$ cat src/i2c_macros.svh
`ifndef I2C_MACROS_SVH
`define I2C_MACROS_SVH

// 7-bit device address after reset, register 0 can change it
`define I2C_DEF_DEV_ADDR 7'h36

// high SDA samples while SCL high needed to read a 1
`define I2C_SDA_VOTE_MIN 16
// sys_clk cycles from SCL fall to SDA drive change
`define I2C_HOLD_CYCLES 8

// register map bounds
`define REG_RO_FIRST 8'd1
`define REG_RO_LAST 8'd4
`define REG_RW_FIRST 8'd5
`define REG_RW_LAST 8'd12

`define REG_RO_BASE_VAL 8'hA0 // reg 1+k reads base+k
`define REG_RW_BASE_VAL 8'hB0 // reg 5+k resets to base+k
`define REG_UNMAPPED_VAL 8'hFF

`endif
$ cat src/reg_map_pkg.sv
package reg_map_pkg;

	typedef logic [7:0] reg_idx_t; // register pointer

	// one register access, held stable while req is high
	typedef struct packed {
		logic       write;
		reg_idx_t   idx;
		logic [7:0] wdata;
	} reg_req_t;

endpackage

$ cat src/i2c_bus_pkg.sv
package i2c_bus_pkg;

	// one bus observation, every field but bit_val is a single-cycle pulse
	typedef struct packed {
		logic start;
		logic stop;
		logic scl_fall;
		logic scl_rise;
		logic bit_val; // valid with scl_fall
	} line_evt_t;

	typedef enum logic [2:0] {
		IDLE,
		ADDR,
		PTR,
		WRITE,
		READ,
		WAIT_STOP
	} ctrl_state_t;

	typedef struct packed {
		logic [6:0] dev_addr;
		logic       rd; // 1 = master reads
	} addr_fields_t;

	// first byte after start, seen raw or split
	typedef union packed {
		logic [7:0]   raw;
		addr_fields_t fld;
	} addr_byte_u;

endpackage

$ cat src/i2c_slave_top.sv
`timescale 1ns/1ps

module i2c_slave_top
	import i2c_bus_pkg::*;
	import reg_map_pkg::*;
(
	input  logic sys_clk,
	input  logic rst_n,
	input  logic scl_i,
	input  logic sda_i,
	output logic sda_pull_o
);

	line_evt_t  line_evt;
	logic       reg_req;
	reg_req_t   reg_req_data;
	logic       reg_ack;
	byte        reg_rdata;
	logic [6:0] dev_addr;

	i2c_line_sampler u_sampler (
		.sys_clk (sys_clk),
		.rst_n   (rst_n),
		.scl_i   (scl_i),
		.sda_i   (sda_i),
		.evt_o   (line_evt)
	);

	i2c_slave_ctrl u_ctrl (
		.sys_clk        (sys_clk),
		.rst_n          (rst_n),
		.evt_i          (line_evt),
		.dev_addr_i     (dev_addr),
		.reg_req_o      (reg_req),
		.reg_req_data_o (reg_req_data),
		.reg_ack_i      (reg_ack),
		.rdata_i        (reg_rdata),
		.sda_pull_o     (sda_pull_o)
	);

	i2c_reg_file u_regs (
		.sys_clk    (sys_clk),
		.rst_n      (rst_n),
		.req_i      (reg_req),
		.req_data_i (reg_req_data),
		.ack_o      (reg_ack),
		.rdata_o    (reg_rdata),
		.dev_addr_o (dev_addr)
	);

endmodule

$ cat src/i2c_reg_file.sv
`timescale 1ns/1ps
`include "i2c_macros.svh"

module i2c_reg_file
	import reg_map_pkg::*;
(
	input  logic       sys_clk,
	input  logic       rst_n,
	input  logic       req_i,
	input  reg_req_t   req_data_i,
	output logic       ack_o,
	output byte        rdata_o,
	output logic [6:0] dev_addr_o
);

	localparam int RW_NUM = `REG_RW_LAST - `REG_RW_FIRST + 1;
	localparam int RW_AW  = $clog2(RW_NUM);

	logic [7:0]       rw_mem [RW_NUM];
	logic             access;
	logic             is_dev;
	logic             is_ro;
	logic             is_rw;
	logic [7:0]       ro_off;
	logic [RW_AW-1:0] rw_off;

	assign access = req_i && !ack_o; // first cycle of a request
	assign is_dev = (req_data_i.idx == reg_idx_t'(0));
	assign is_ro  = (req_data_i.idx >= `REG_RO_FIRST) && (req_data_i.idx <= `REG_RO_LAST);
	assign is_rw  = (req_data_i.idx >= `REG_RW_FIRST) && (req_data_i.idx <= `REG_RW_LAST);
	assign ro_off = req_data_i.idx - `REG_RO_FIRST;
	assign rw_off = RW_AW'(req_data_i.idx - `REG_RW_FIRST);

	// ack follows req by one cycle, both edges
	always_ff @(posedge sys_clk) begin
		if (!rst_n) begin
			ack_o <= 1'b0;
		end else begin
			ack_o <= req_i;
		end
	end

	always_ff @(posedge sys_clk) begin
		if (!rst_n) begin
			dev_addr_o <= `I2C_DEF_DEV_ADDR;
			for (int k = 0; k < RW_NUM; k++) begin
				rw_mem[k] <= 8'(`REG_RW_BASE_VAL + k);
			end
		end else if (access && req_data_i.write) begin
			if (is_dev) begin
				dev_addr_o <= req_data_i.wdata[6:0];
			end else if (is_rw) begin
				rw_mem[rw_off] <= req_data_i.wdata;
			end
		end
	end

	always_ff @(posedge sys_clk) begin
		if (access) begin
			if (is_dev) begin
				rdata_o <= {1'b0, dev_addr_o};
			end else if (is_ro) begin
				rdata_o <= `REG_RO_BASE_VAL + ro_off; // constants, never stored
			end else if (is_rw) begin
				rdata_o <= rw_mem[rw_off];
			end else begin
				rdata_o <= `REG_UNMAPPED_VAL;
			end
		end
	end

	a_ack_needs_req: assert property (@(posedge sys_clk) disable iff (!rst_n)
		$rose(ack_o) |-> req_i);

endmodule

$ cat src/i2c_slave_ctrl.sv
`timescale 1ns/1ps
`include "i2c_macros.svh"

module i2c_slave_ctrl
	import i2c_bus_pkg::*;
	import reg_map_pkg::*;
(
	input  logic       sys_clk,
	input  logic       rst_n,
	input  line_evt_t  evt_i,
	input  logic [6:0] dev_addr_i,
	output logic       reg_req_o,
	output reg_req_t   reg_req_data_o,
	input  logic       reg_ack_i,
	input  byte        rdata_i,
	output logic       sda_pull_o
);

	localparam int HOLD_W = $clog2(`I2C_HOLD_CYCLES + 1);

	ctrl_state_t       state;
	logic [3:0]        bit_cnt;     // 0..7 data and 8 for the ack bit
	logic              start_seen;  // next fall only ends the start
	logic [7:0]        rx_sr;
	logic [7:0]        tx_byte;
	reg_idx_t          ptr;
	logic              rd_dir;
	logic [HOLD_W-1:0] hold_cnt;
	logic              next_pull;
	addr_byte_u        rx_byte;
	logic              bit_fall;
	logic              byte_done;
	logic              ack_done;
	logic              xfer_done;
	logic              wr_start;
	logic              rd_start;

	assign rx_byte   = {rx_sr[6:0], evt_i.bit_val};
	assign bit_fall  = evt_i.scl_fall && !start_seen;
	assign byte_done = bit_fall && (bit_cnt == 4'd7);
	assign ack_done  = bit_fall && (bit_cnt == 4'd8);
	assign xfer_done = reg_req_o && reg_ack_i;

	assign wr_start = byte_done && (state == WRITE);
	// read on a matched read address or on a master ack
	assign rd_start = ack_done && ((state == ADDR && rd_dir) ||
		(state == READ && !evt_i.bit_val));

	always_ff @(posedge sys_clk) begin
		if (!rst_n) begin
			state      <= IDLE;
			bit_cnt    <= '0;
			start_seen <= 1'b0;
			rd_dir     <= 1'b0;
		end else if (evt_i.stop) begin
			state <= IDLE;
		end else if (evt_i.start) begin
			state      <= ADDR;
			bit_cnt    <= '0;
			start_seen <= 1'b1;
		end else if (evt_i.scl_fall && start_seen) begin
			start_seen <= 1'b0;
		end else if (bit_fall) begin
			bit_cnt <= (bit_cnt == 4'd8) ? 4'd0 : bit_cnt + 4'd1;
			case (state)
				ADDR: begin
					if (byte_done) begin
						rd_dir <= rx_byte.fld.rd;
						if (rx_byte.fld.dev_addr != dev_addr_i) begin
							state <= WAIT_STOP; // other target so stay off the bus
						end
					end else if (ack_done) begin
						state <= rd_dir ? READ : PTR;
					end
				end
				PTR: begin
					if (ack_done) begin
						state <= WRITE;
					end
				end
				READ: begin
					if (ack_done && evt_i.bit_val) begin
						state <= WAIT_STOP; // master nack
					end
				end
				default: begin
				end
			endcase
		end
	end

	always_ff @(posedge sys_clk) begin
		rx_sr <= bit_fall ? rx_byte.raw : rx_sr;
	end

	// register handshake and pointer
	always_ff @(posedge sys_clk) begin
		if (!rst_n) begin
			reg_req_o <= 1'b0;
			ptr       <= '0;
		end else if (xfer_done) begin
			reg_req_o <= 1'b0;
			ptr       <= ptr + 1'b1;
		end else if (wr_start || rd_start) begin
			reg_req_o <= 1'b1;
		end else if (byte_done && state == PTR) begin
			ptr <= rx_byte.raw;
		end
	end

	always_ff @(posedge sys_clk) begin
		if (wr_start || rd_start) begin
			reg_req_data_o.write <= wr_start;
			reg_req_data_o.idx   <= ptr;
			reg_req_data_o.wdata <= rx_byte.raw;
		end
		if (xfer_done && !reg_req_data_o.write) begin
			tx_byte <= rdata_i;
		end
	end

	always_comb begin
		next_pull = 1'b0;
		if (bit_cnt == 4'd8) begin
			next_pull = (state == ADDR) || (state == PTR) || (state == WRITE);
		end else if (state == READ) begin
			next_pull = ~tx_byte[3'd7 - bit_cnt[2:0]]; // msb first
		end
	end

	// drive changes a fixed hold time after each SCL fall
	always_ff @(posedge sys_clk) begin
		if (!rst_n) begin
			hold_cnt   <= '0;
			sda_pull_o <= 1'b0;
		end else if (evt_i.start || evt_i.stop) begin
			hold_cnt   <= '0;
			sda_pull_o <= 1'b0;
		end else if (evt_i.scl_fall) begin
			hold_cnt <= HOLD_W'(`I2C_HOLD_CYCLES - 1);
		end else if (hold_cnt != '0) begin
			hold_cnt <= hold_cnt - 1'b1;
			if (hold_cnt == HOLD_W'(1)) begin
				sda_pull_o <= next_pull;
			end
		end
	end

	a_req_after_ack_low: assert property (@(posedge sys_clk) disable iff (!rst_n)
		$rose(reg_req_o) |-> !reg_ack_i);

	a_req_data_stable: assert property (@(posedge sys_clk) disable iff (!rst_n)
		reg_req_o && $past(reg_req_o) |-> $stable(reg_req_data_o));

endmodule

$ cat src/i2c_line_sampler.sv
`timescale 1ns/1ps
`include "i2c_macros.svh"

module i2c_line_sampler
	import i2c_bus_pkg::*;
(
	input  logic      sys_clk,
	input  logic      rst_n,
	input  logic      scl_i,
	input  logic      sda_i,
	output line_evt_t evt_o
);

	localparam int VOTE_W = $clog2(`I2C_SDA_VOTE_MIN + 1);

	logic [1:0]        scl_sync;
	logic [1:0]        sda_sync;
	logic              scl_prev;
	logic              sda_prev;
	logic [VOTE_W-1:0] vote_cnt;
	logic              scl_rise;
	logic              scl_fall;
	logic              sda_rise;
	logic              sda_fall;

	assign scl_rise = scl_sync[1] & ~scl_prev;
	assign scl_fall = ~scl_sync[1] & scl_prev;
	assign sda_rise = sda_sync[1] & ~sda_prev;
	assign sda_fall = ~sda_sync[1] & sda_prev;

	always_ff @(posedge sys_clk) begin
		if (!rst_n) begin
			scl_sync <= 2'b11; // bus idles high
			sda_sync <= 2'b11;
			scl_prev <= 1'b1;
			sda_prev <= 1'b1;
		end else begin
			scl_sync <= {scl_sync[0], scl_i};
			sda_sync <= {sda_sync[0], sda_i};
			scl_prev <= scl_sync[1];
			sda_prev <= sda_sync[1];
		end
	end

	// count high SDA samples over the SCL high phase
	always_ff @(posedge sys_clk) begin
		if (!rst_n) begin
			vote_cnt <= '0;
		end else if (scl_rise) begin
			vote_cnt <= '0;
		end else if (scl_sync[1] && sda_sync[1] &&
				vote_cnt != VOTE_W'(`I2C_SDA_VOTE_MIN)) begin
			vote_cnt <= vote_cnt + 1'b1; // saturates at threshold
		end
	end

	always_ff @(posedge sys_clk) begin
		if (!rst_n) begin
			evt_o <= '0;
		end else begin
			evt_o.start    <= sda_fall & scl_sync[1] & scl_prev;
			evt_o.stop     <= sda_rise & scl_sync[1] & scl_prev;
			evt_o.scl_fall <= scl_fall;
			evt_o.scl_rise <= scl_rise;
			evt_o.bit_val  <= (vote_cnt >= VOTE_W'(`I2C_SDA_VOTE_MIN));
		end
	end

	a_no_start_and_stop: assert property (@(posedge sys_clk) disable iff (!rst_n)
		!(evt_o.start && evt_o.stop));

endmodule

$ cat config.mk
export PLATFORM = sky130hd
export DESIGN_NAME = i2c_slave_top
export DESIGN_NICKNAME = d
export VERILOG_FILES = /design/src/reg_map_pkg.sv /design/src/i2c_bus_pkg.sv /design/src/i2c_slave_top.sv /design/src/i2c_reg_file.sv /design/src/i2c_slave_ctrl.sv /design/src/i2c_line_sampler.sv
export VERILOG_INCLUDE_DIRS = /design/src /design/src/src
export SDC_FILE = /design/constraint.sdc
export NUM_CORES = 1
export LEC_CHECK = 0
export ABC_AREA = 1
export BUFFER_PORTS_ARGS = -buffer_cell sky130_fd_sc_hd__buf_4
export CELL_PAD_IN_SITES_DETAIL_PLACEMENT = 0
export CELL_PAD_IN_SITES_GLOBAL_PLACEMENT = 1
export CORE_MARGIN = 8
export CORE_UTILIZATION = 45
export DETAILED_ROUTE_END_ITERATION = 8
export PLACE_DENSITY = 0.84
export SLEW_MARGIN = 20
export SYNTH_ARGS = -nofsm -noshare
export SYNTH_HDL_FRONTEND = slang
export SYNTH_SLANG_ARGS = --single-unit
$ cat constraint.sdc
create_clock -name sys_clk -period 2.3 [get_ports sys_clk]
set_input_delay 0.115 -clock sys_clk [delete_from_list [all_inputs] [get_ports sys_clk]]
set_output_delay 0.115 -clock sys_clk [all_outputs]
set_load 0.02 [all_outputs]
==> results of run 1 <==
-- cells in the final DEF (no fill, tap or decap), types with 3 or more instances in the layout --
cell type / instances
nand2_1: 201
edfxtp_1: 104
nor2_1: 75
inv_1: 60
dfxtp_1: 46
o21ai_0: 33
a21oi_1: 30
nand3_1: 27
buf_4: 18
clkbuf_16: 17
inv_2: 15
clkinv_1: 11
ha_1: 10
nor3_1: 9
o211ai_1: 9
nor2_2: 8
xnor2_1: 7
nand2_2: 6
a31oi_1: 6
nand4_1: 6
clkinv_2: 6
a21boi_0: 5
nand2_4: 5
or2_2: 5
nor2_4: 4
a211oi_1: 4
xor2_1: 3
nand3b_1: 3
bufinv_16: 3
clkinvlp_4: 3
dlygate4sd3_1: 3
-- logic make-up after synthesis --
kind of cell | Yosys count | synth area share
adder cells (fa/ha/maj) | 10 | 0.01840
flip-flops | 150 | 0.5947
buffers and inverters | 99 | 0.05593
XOR/XNOR | 10 | 0.01288
AO/OA/AOI/OAI | 99 | 0.08630
AND/OR/NAND/NOR | 355 | 0.2289
multiplexers | 2 | 0.002944
-- registers in the layout (all words and copies together), names as in the netlist, 2 cells and up --
signal and count:
u_ctrl.bit_cnt 4, u_ctrl.hold_cnt 4, u_ctrl.ptr 8, u_ctrl.reg_req_data_o 17
u_ctrl.rx_sr 7, u_ctrl.state 3, u_ctrl.tx_byte 8, u_regs.dev_addr_o 7
u_regs.rdata_o 8, u_regs.rw_mem 64, u_sampler.evt_o 4, u_sampler.scl_sync 2
u_sampler.sda_sync 2, u_sampler.vote_cnt 5
-- through the flow --
stage | TNS, ns | hold slack, ns | power, mW | setup WS [ns]
after floorplan | 0 | 0.2216 | 3.301 | 0.08844
after global placement | 0 | 0.3012 | 3.371 | 0.2583
after detailed placement | 0 | 0.3057 | 3.386 | 0.2024
after CTS | 0 | 0.4090 | 6.128 | 0.1751
after global routing | -0.006101 | 0.4238 | 6.296 | -0.006101
final | 0 | 0.4154 | 6.090 | 0.1792
-- worst paths after layout --
check / startpoint / to / slack, ns / depth (start not counted)
max: u_ctrl.reg_req_data_o[8] / u_regs.rw_mem[6][7] / 0.18 / 6
min: u_sampler.sda_sync[0] / u_sampler.sda_sync[1] / 0.42 / 1
max reg2reg: u_ctrl.reg_req_data_o[8] / u_regs.rw_mem[6][7] / 0.18 / 6
min reg2reg: u_sampler.sda_sync[0] / u_sampler.sda_sync[1] / 0.42 / 1
-- routing by layer --
metal,global-route usage,up-vias,share of wire
met2,0.2545,144,0.46
met4,0.07741,0,0.024
met3,0.03546,32,0.054
met5,0,-,0
li1,-,2457,-
met1,0.2110,2350,0.46
-- power breakdown --
part	internal (mW)	leakage (nW)	total [mW]	switching (mW)
Clock	1.69	0.286	2.75	1.06
Combinational	0.132	1.48	0.338	0.206
Sequential	2.95	1.31	3.00	0.0513
-- Yosys cell counts, types with 2 or more instances --
master    count
a211oi_1      4
a21boi_0      5
a21oi_1      30
a31oi_1       6
buf_2         5
clkbuf_1      6
clkinv_1     11
dfxtp_1      46
edfxtp_1    104
ha_1         10
inv_1        60
inv_2        15
mux2i_1       2
nand2_1     201
nand2_2       6
nand2_4       5
nand3_1      27
nand3b_1      3
nand4_1       6
nor2_1       75
nor2_2        8
nor2_4        4
nor3_1        9
o211ai_1      9
o21ai_0      33
o22ai_1       2
or2_2         5
xnor2_1       7
xor2_1        3
-- worst max-delay path: cells and delay by family, from the launching register on --
kind                       cells  cell delay, ns
and+or+nand+nor                3            0.68
DFF                            1            0.40
adders and majority gates      1            0.35
buffers and inverters          2            0.35
-- layout make-up --
type	count	area, um2	share of cell area
Clock buffer	18	429.2	0.05546
Clock inverter	14	160.2	0.02070
Inverter	87	329.1	0.04252
Multi-Input combinational cell	476	2376	0.3070
Sequential cell	150	4044	0.5226
Tap cell	188	235.2	0.03040
Timing Repair Buffer	21	165.2	0.02134
-- what timing repair did --
item	CTS	global route
endpoints found under the setup margin	0	1
hold buffers	3	0
endpoints found under the hold margin	3	0
==> metrics.md, run 1 <==
| Metric | Value |
|---|---|
| Port Buffer Count | `4` |
| Total clock sinks | `150` |
| Gate Count Post-Synth | `725` |
| Non-Filler Instances | `954` |
| Syn_nets | `739` |
| Total clock buffers created by CTS | `17` |
| Predominant post-synthesis flop cell | `edfxtp_1` |
| Gr ovfl total | `0` |
| Maxcap violations | `0` |
| Worst path slowest cell | `edfxtp_1` |
| Status | `finished, final reports clean` |
| Initial DRC count | `518` |
| GRT Util Overall | `0.1627` |
| CTS tree | `yes` |
| Vias in the first global route | `4734` |
| Worst setup SP type | `register` |
| Post-CTS Resized | `0` |
| Top post-synthesis cells by area | `edfxtp_1 (46%), dfxtp_1 (14%), nand2_1 (11%), nor2_1 (4.1%), inv_1 (3.3%)` |
| Placed cell areas | `7119 um2` |
| H-tree depth | `4` |
| DR vias | `4983` |
| DR WL/cell | `15.84 um` |
| Post-CTS Setup Repair Bufs | `0` |
| Io pins | `5` |
| Placer Congestion | `0.9265` |
| LEAKAGE | `3.073 nW` |
| Type of the worst setup path | `register to register` |
| Final WL | `15120 um` |
| Clock insertion delay at the later pin of the skew report | `0.42 ns` |
| # diodes | `0` |
| Initial Util | `0.4541` |
| DRC | `0` |
| Worst path required time | `2.39 ns` |
| Post-synth ARST share | `0` |
| Fmax | `471.5 MHz` |
| Net count, final | `767` |
| Final instance area | `7739 um2` |
| Number of placement rows | `45` |
| Final setup fails | `0` |
| Post-DRT Antenna Nets | `0` |
| Area grow syn2layout | `13.80%` |
| Largest vdd supply drop | `0.4455 mV` |
| Cell taking the most area after synthesis | `edfxtp_1` |
| Die W | `138.9 um` |
| Slew @ Worst Pin | `0.6299 ns` |
| Initial antenna violation count | `0` |
| CTS Buffer Depth | `2` |
| Critical-path maximum fanout | `8` |
| CP arrival | `2.21 ns` |
| Die Height | `138.9 um` |
| Final hold vios | `0` |
| Sequential cell area fraction in the yosys report | `0.5947` |
| Placed insts | `919` |
| Mapped Area | `6800 um2` |
| Crit-path cells | `inv_1, ha_1, buf_4, nor3_2, nand2_4, nand2_1` |
| Share of the synthesized area in the top cell type | `0.4592` |
| Max Slew Vio Count | `0` |
| Pwr/cell area | `786.9 nW/um2` |
| Min-Delay Path Class | `register to register` |
| Largest net degree at the start of global routing | `25` |
| Fin crit period | `2.121 ns` |
| Root buf cell | `clkbuf_16` |
| First-pass GRT wire length | `24460 um` |
| Vias/cell | `5.223` |
| Pre-antenna DRT Iters | `5` |
| CP Capture Type | `register` |
| Crit-path max cell delay | `0.40 ns` |
| Die ar. | `19300 um2` |
| Netlist cell types | `47` |
| DPL Wire Length | `10900 um` |
| Max transition margin | `0.5785` |
| Number of synthesis warnings | `0` |
| Synth Area per Inst | `9.380 um2` |
| FF+latch count, synth | `150` |
| CORE AREA | `14980 um2` |
| Worst-path clk slew | `0.06 ns` |
| RSZ-0062 raised after global routing | `yes` |
| Final Skew | `0.005744 ns` |
| Post-synth EDFFs | `104` |
| Layout Utilization | `0.5167` |
| Layout cells sized above 1 | `0.1292` |
| Final period util | `0.9221` |
| FILL cells | `1335` |
Power figures use the tool's default switching activity.
==> run 2, diff against run 1 <==
Settings changed: SETUP_SLACK_MARGIN set to 0.5.
==> run 2 against run 1 <==
Net effect:
- worst setup slack better by 0.16 ns
- non-clock buffer count up 22
- final area up 6.1%
- critical endpoint is now u_regs.rw_mem[3][4]
- hold slack worse by 0.39 ns
- critical path depth up 4
- largest power group unchanged
- clock skew up 0.0020 ns
- fmax up 8.0%
- combinational power up 3%
- die area unchanged
- power up 2.2%
- register-to-register slack better by 0.16 ns
- sequential power about the same
==> metrics.md, run 2 (same netlist as run 1, synthesis figures left out) <==
| Metric | Value |
|---|---|
| Die Height | `138.9 um (unchanged)` |
| Slew @ Worst Pin | `0.6660 ns (was 0.6299 ns)` |
| Total clock sinks | `150 (unchanged)` |
| Initial DRC count | `489 (was 518)` |
| Terminus of the critical flop-to-flop path | `u_regs.rw_mem[3][4] (was u_regs.rw_mem[6][7])` |
| GR Util met2 | `0.2589 (was 0.2545)` |
| CP arrival | `2.13 ns (was 2.21 ns)` |
| Final hold vios | `0 (unchanged)` |
| RSZ-0062 raised after global routing | `yes (unchanged)` |
| FILL cells | `1271 (was 1335)` |
| CTS tree | `yes (unchanged)` |
| Pre-antenna DRT Iters | `5 (unchanged)` |
| Root buf cell | `clkbuf_16 (unchanged)` |
| CTS Buffer Depth | `2 (unchanged)` |
| Largest vdd supply drop | `0.5193 mV (was 0.4455 mV)` |
| Fin crit period | `1.963 ns (was 2.121 ns)` |
| Final setup fails | `0 (unchanged)` |
| Worst setup SP type | `register (unchanged)` |
| NetSw | `1.367 mW (was 1.315 mW)` |
| Sw Ratio | `0.2196 (was 0.2159)` |
| Met1 Use GR | `0.2224 (was 0.2110)` |
| Total clock buffers created by CTS | `17 (unchanged)` |
| Layout cells sized above 1 | `0.2056 (was 0.1292)` |
| LEAKAGE | `3.218 nW (was 3.073 nW)` |
| Die W | `138.9 um (unchanged)` |
| Maxcap violations | `0 (unchanged)` |
| Reg-to-Reg Start | `u_ctrl.reg_req_data_o[8] (unchanged)` |
| Net count, final | `789 (was 767)` |
| Post-DRT Antenna Nets | `0 (unchanged)` |
| Critical Path Source | `u_ctrl.reg_req_data_o[8] (unchanged)` |
| Initial antenna violation count | `0 (unchanged)` |
| Initial Util | `0.4541 (unchanged)` |
| Worst path required time | `2.47 ns (was 2.39 ns)` |
| Worst slack, placed | `0.2067 ns (was 0.2024 ns)` |
| Biggest register | `u_regs.rw_mem (unchanged)` |
| DRC | `0 (unchanged)` |
| Crit-path max cell delay | `0.39 ns (was 0.40 ns)` |
| GRT busiest layer | `met2 (unchanged)` |
| Number of placement rows | `45 (unchanged)` |
| Comb pwr share | `0.056 (was 0.055)` |
| # diodes | `0 (unchanged)` |
| Worst Hold Path EP | `u_regs.ack_o (was u_sampler.sda_sync[1])` |
| Largest register FFs | `64 (unchanged)` |
| Most common cell after layout, fill and taps aside | `nand2_1 (unchanged)` |
| Vias in the first global route | `4858 (was 4734)` |
| Port Buffer Count | `4 (unchanged)` |
| Hold_ws | `0.02164 ns (was 0.4154 ns)` |
| Met3 Use GR | `0.04475 (was 0.03546)` |
| Status | `finished, final reports clean (unchanged)` |
| Final period util | `0.8535 (was 0.9221)` |
| Final WL | `15820 um (was 15120 um)` |
| Internal Pwr Total | `4.859 mW (was 4.775 mW)` |
| H-tree depth | `4 (unchanged)` |
| Clock Power Share | `0.462 (was 0.452)` |
| Crit path buf inv count | `3 (was 2)` |
| Critical-path maximum fanout | `7 (was 8)` |
| CORE AREA | `14980 um2 (unchanged)` |
| Pwr/cell area | `757.9 nW/um2 (was 786.9 nW/um2)` |
| Vias/cell | `5.290 (was 5.223)` |
| Setup TNS | `0 ns (unchanged)` |
| Layout Utilization | `0.5485 (was 0.5167)` |
| Placer Congestion | `0.8877 (was 0.9265)` |
| Area grow syn2layout | `20.79% (was 13.80%)` |
| FF-to-FF path depth | `10 (was 6)` |
| Final worst slack | `0.3370 ns (was 0.1792 ns)` |
| Max Slew Vio Count | `0 (unchanged)` |
| Largest net degree at the start of global routing | `31 (was 25)` |
| WHS Path Cells | `3 (was 1)` |
| Clock insertion delay at the later pin of the skew report | `0.43 ns (was 0.42 ns)` |
| DPL Wire Length | `10570 um (was 10900 um)` |
| Hold Crit Start | `rst_n (was u_sampler.sda_sync[0])` |
| DR WL/cell | `16.21 um (was 15.84 um)` |
| Worst-path clk slew | `0.06 ns (about the same)` |
| Min-Delay Path Class | `input port to register (was register to register)` |
| CP Capture Type | `register (unchanged)` |
| Die ar. | `19300 um2 (unchanged)` |
| DR vias | `5163 (was 4983)` |
| Crit-path cells | `buf_4, buf_8, ha_2, o21ai_2, a21oi_4, nand3_4, nor2_4, nand2_2, inv_2, nand2_1 (was inv_1, ha_1, buf_4, nor3_2, nand2_4, nand2_1)` |
| First-pass GRT wire length | `25300 um (was 24460 um)` |
| Flop pwr share | `0.482 (was 0.493)` |
| Max transition margin | `0.5513 (was 0.5785)` |
| Type of the worst setup path | `register to register (unchanged)` |
| Commonest cells after routing, fill and taps aside | `nand2_1 (189), edfxtp_1 (104), nor2_1 (69) (was nand2_1 (201), edfxtp_1 (104), nor2_1 (75))` |
| Biggest regs | `u_regs.rw_mem x64, u_ctrl.reg_req_data_o x17 (unchanged)` |
| Worst path slowest cell | `edfxtp_1 (unchanged)` |
| Family with the most delay on the worst path | `simple AND/OR/NAND/NOR gates (unchanged)` |
| Gr ovfl total | `0 (unchanged)` |
| Io pins | `5 (unchanged)` |
| R2r setup slk | `0.34 ns (was 0.18 ns)` |
| Fmax | `509.4 MHz (was 471.5 MHz)` |
| Final Skew | `0.007727 ns (was 0.005744 ns)` |
| GRT Util Overall | `0.1682 (was 0.1627)` |
run 2: worst max path at each step:
stage                     endpoint  slack, ns  cells after the start
6_report       u_regs.rw_mem[3][4]       0.34                     10
5_1_grt          u_regs.rdata_o[2]       0.24                     12
4_1_cts        u_regs.rw_mem[3][4]       0.38                     12
3_5_place_dp     u_regs.rdata_o[3]       0.21                     13
3_3_place_gp     u_regs.rdata_o[3]       0.18                     13
2_1_floorplan  u_regs.rw_mem[7][0]       0.32                     11
run 2: layer usage:
layer  up-vias  routed length (um)
met4         0                 330
met3        30                 925
li1       2510                   -
met1      2477                7292
met2       146                7273
met5         -                   0
run 2: stage by stage:
step | cells | total power, mW | instance area [um2]
2_1_floorplan | 725 | 3.307 | 6892
6_report | 976 | 6.226 | 8214
3_5_place_dp | 912 | 3.391 | 7138
3_3_place_gp | 912 | 3.373 | 7138
4_1_cts | 955 | 6.241 | 7934
5_1_grt | 976 | 6.425 | 8214
run 2: area by class of cell:
type / count / area (um2) / area share
clock buffer: 25 / 583.1 / 0.07098
timing repair buffer: 43 / 360.3 / 0.04387
sequential: 150 / 4045 / 0.4925
multi-input combinational: 476 / 2584 / 0.3145
inverter: 87 / 359.1 / 0.04372
tap: 188 / 235.2 / 0.02864
clock inverter: 7 / 47.55 / 0.005788
run 2: power by group through the flow:
stage	Clock, mW	Combinational [mW]	Sequential, mW
2_1_floorplan	0	0.258	3.05
6_report	2.88	0.348	3.00
3_5_place_dp	0	0.336	3.06
4_1_cts	2.90	0.347	3.00
5_1_grt	3.02	0.392	3.01
3_3_place_gp	0	0.322	3.05
run 2: repair_timing:
action / CTS / global route
endpoints found under the setup margin: 151 / 171
hold endpoints to repair: 2 / 0
hold buffers: 2 / 0
pin swaps: 7 / 10
gates resized for setup: 30 / 32
setup buffers: 9 / 21
run 2: worst reg2reg max path: cells and delay by family (launching register included):
kind,cells,cell delay [ns]
adders and majority gates,1,0.21
buffers and inverters,3,0.38
AOI/OAI and AO/OA,2,0.26
and+or+nand+nor,4,0.48
DFF,1,0.39
==> run 3, diff against run 2 <==
Settings changed: CTS_CLUSTER_SIZE set to 8, REMOVE_ABC_BUFFERS set to 1.
==> run 3 against run 2 <==
Net effect:
- die area stayed put
- sequential cell count stayed put
- critical endpoint is now u_regs.rw_mem[2][2]
- via count is 1.3% lower
- largest cell class unchanged
- first-iteration DRC count is 1.2% lower
- hold slack better by 0.39 ns
- final area stayed put
- cell count is 0.72% lower
- critical path type unchanged
==> metrics.md, run 3 (same netlist as run 1, synthesis figures left out) <==
| Metric | Value |
|---|---|
| Largest vdd supply drop | `0.4179 mV (was 0.5193 mV)` |
| Layout Utilization | `0.5485 (unchanged)` |
| Placer Congestion | `0.8768 (was 0.8877)` |
| Final hold vios | `0 (unchanged)` |
| Clock insertion delay at the later pin of the skew report | `0.43 ns (about the same)` |
| Fmax | `517.4 MHz (was 509.4 MHz)` |
| CTS Buffer Depth | `2 (unchanged)` |
| Total clock sinks | `150 (unchanged)` |
| CP arrival | `2.21 ns (was 2.13 ns)` |
| H-tree depth | `4 (unchanged)` |
| Min-Delay Path Class | `register to register (was input port to register)` |
| Biggest regs | `u_regs.rw_mem x64, u_ctrl.reg_req_data_o x17 (unchanged)` |
| Most common cell after layout, fill and taps aside | `nand2_1 (unchanged)` |
| Final Skew | `0.01490 ns (was 0.007727 ns)` |
| Area grow syn2layout | `20.79% (unchanged)` |
| Pwr/cell area | `785.4 nW/um2 (was 757.9 nW/um2)` |
| Commonest cells after routing, fill and taps aside | `nand2_1 (187), edfxtp_1 (104), nor2_1 (64) (was nand2_1 (189), edfxtp_1 (104), nor2_1 (69))` |
| LEAKAGE | `3.229 nW (was 3.218 nW)` |
| Initial Util | `0.4541 (unchanged)` |
| Largest net degree at the start of global routing | `29 (was 31)` |
| Biggest register | `u_regs.rw_mem (unchanged)` |
| Worst setup SP type | `register (unchanged)` |
| Die ar. | `19300 um2 (unchanged)` |
| Worst-path clk slew | `0.06 ns (about the same)` |
| Layout cells sized above 1 | `0.1946 (was 0.2056)` |
| Maxcap violations | `0 (unchanged)` |
| DR vias | `5094 (was 5163)` |
| RSZ-0062 raised after global routing | `yes (unchanged)` |
| CORE AREA | `14980 um2 (unchanged)` |
| Final setup fails | `0 (unchanged)` |
| GRT Util Overall | `0.1647 (was 0.1682)` |
| Initial DRC count | `483 (was 489)` |
| # diodes | `0 (unchanged)` |
| Die Height | `138.9 um (unchanged)` |
| Worst path required time | `2.57 ns (was 2.47 ns)` |
| Die W | `138.9 um (unchanged)` |
| Final worst slack | `0.3671 ns (was 0.3370 ns)` |
| Setup TNS | `0 ns (unchanged)` |
| Total clock buffers created by CTS | `17 (unchanged)` |
| CP Capture Type | `register (unchanged)` |
| Largest register FFs | `64 (unchanged)` |
| CTS tree | `yes (unchanged)` |
| Port Buffer Count | `4 (unchanged)` |
| Final period util | `0.8404 (was 0.8535)` |
| DRC | `0 (unchanged)` |
| Vias/cell | `5.257 (was 5.290)` |
| Final WL | `15730 um (was 15820 um)` |
| Post-DRT Antenna Nets | `0 (unchanged)` |
| Initial antenna violation count | `0 (unchanged)` |
| Pre-antenna DRT Iters | `5 (unchanged)` |
| Critical-path maximum fanout | `5 (was 7)` |
| Worst slack, placed | `0.1130 ns (was 0.2067 ns)` |
| Status | `finished, final reports clean (unchanged)` |
| Max Slew Vio Count | `0 (unchanged)` |
| Placed insts | `917 (was 912)` |
| Fin crit period | `1.933 ns (was 1.963 ns)` |
| Gr ovfl total | `0 (unchanged)` |
| Number of placement rows | `45 (unchanged)` |
| DPL Wire Length | `10740 um (was 10570 um)` |
| Non-Filler Instances | `969 (was 976)` |
| DR WL/cell | `16.23 um (was 16.21 um)` |
| FILL cells | `1291 (was 1271)` |
| Vias in the first global route | `4803 (was 4858)` |
| Io pins | `5 (unchanged)` |
| Root buf cell | `clkbuf_16 (unchanged)` |
| Hold_ws | `0.4100 ns (was 0.02164 ns)` |
| First-pass GRT wire length | `24920 um (was 25300 um)` |
| Net count, final | `782 (was 789)` |
| Slew @ Worst Pin | `0.6350 ns (was 0.6660 ns)` |
| Type of the worst setup path | `register to register (unchanged)` |
| Max transition margin | `0.5751 (was 0.5513)` |
run 3: power by group:
part           leakage [nW]  internal [mW]  switching (mW)
Combinational          1.61          0.139           0.213
Clock                 0.311           2.03            1.07
Sequential             1.31           2.95          0.0502
Total                  3.23           5.12            1.33
run 3: worst max-delay path: stages, from the launching register on:
cell and delay (ns):
edfxtp_1 0.41, inv_4 0.13, ha_4 0.16, inv_2 0.04, nand2_2 0.06, o21ai_2 0.07
a21oi_4 0.16, nand3_4 0.17, nor2_4 0.19, nand2_4 0.13, buf_4 0.17, nor2_2 0.10
run 3: worst paths after layout:
kind,start,end,slack [ns],depth (start not counted)
max,u_ctrl.reg_req_data_o[9],u_regs.rw_mem[2][2],0.37,11
min,u_sampler.scl_sync[0],u_sampler.scl_sync[1],0.41,1
max reg2reg,u_ctrl.reg_req_data_o[9],u_regs.rw_mem[2][2],0.37,11
min reg2reg,u_sampler.scl_sync[0],u_sampler.scl_sync[1],0.41,1
run 3: routing by layer:
| layer | vias up | GRT usage | share of wire |
|---|---|---|---|
| met5 | - | 0 | 0 |
| met4 | 0 | 0.06644 | 0.017 |
| met3 | 26 | 0.04028 | 0.058 |
| met2 | 170 | 0.2521 | 0.46 |
| met1 | 2406 | 0.2197 | 0.46 |
| li1 | 2492 | - | - |
run 3: what timing repair did:
item,4_1_cts,5_1_grt
hold buffers,3,0
buffers inserted,4,13
setup endpoints to repair,135,163
gates resized for setup,48,40
pin swaps,5,18
endpoints found under the hold margin,4,0
gates cloned,0,0
run 3: stage by stage:
| stage | total power [mW] | instance area (um2) |
|---|---|---|
| after floorplan | 3.294 | 6749 |
| after detailed placement | 3.389 | 7104 |
| after global placement | 3.369 | 7104 |
| after CTS | 6.492 | 7993 |
| after global routing | 6.648 | 8214 |
| final | 6.451 | 8214 |
run 3: layout make-up:
type / instances / area [um2] / share of cell area
Clock buffer: 19 / 432.9 / 0.05270
Clock inverter: 13 / 229.0 / 0.02788
Inverter: 87 / 342.8 / 0.04174
Multi-Input combinational cell: 476 / 2597 / 0.3162
Sequential cell: 150 / 4045 / 0.4925
Tap cell: 188 / 235.2 / 0.02864
Timing Repair Buffer: 36 / 331.6 / 0.04037
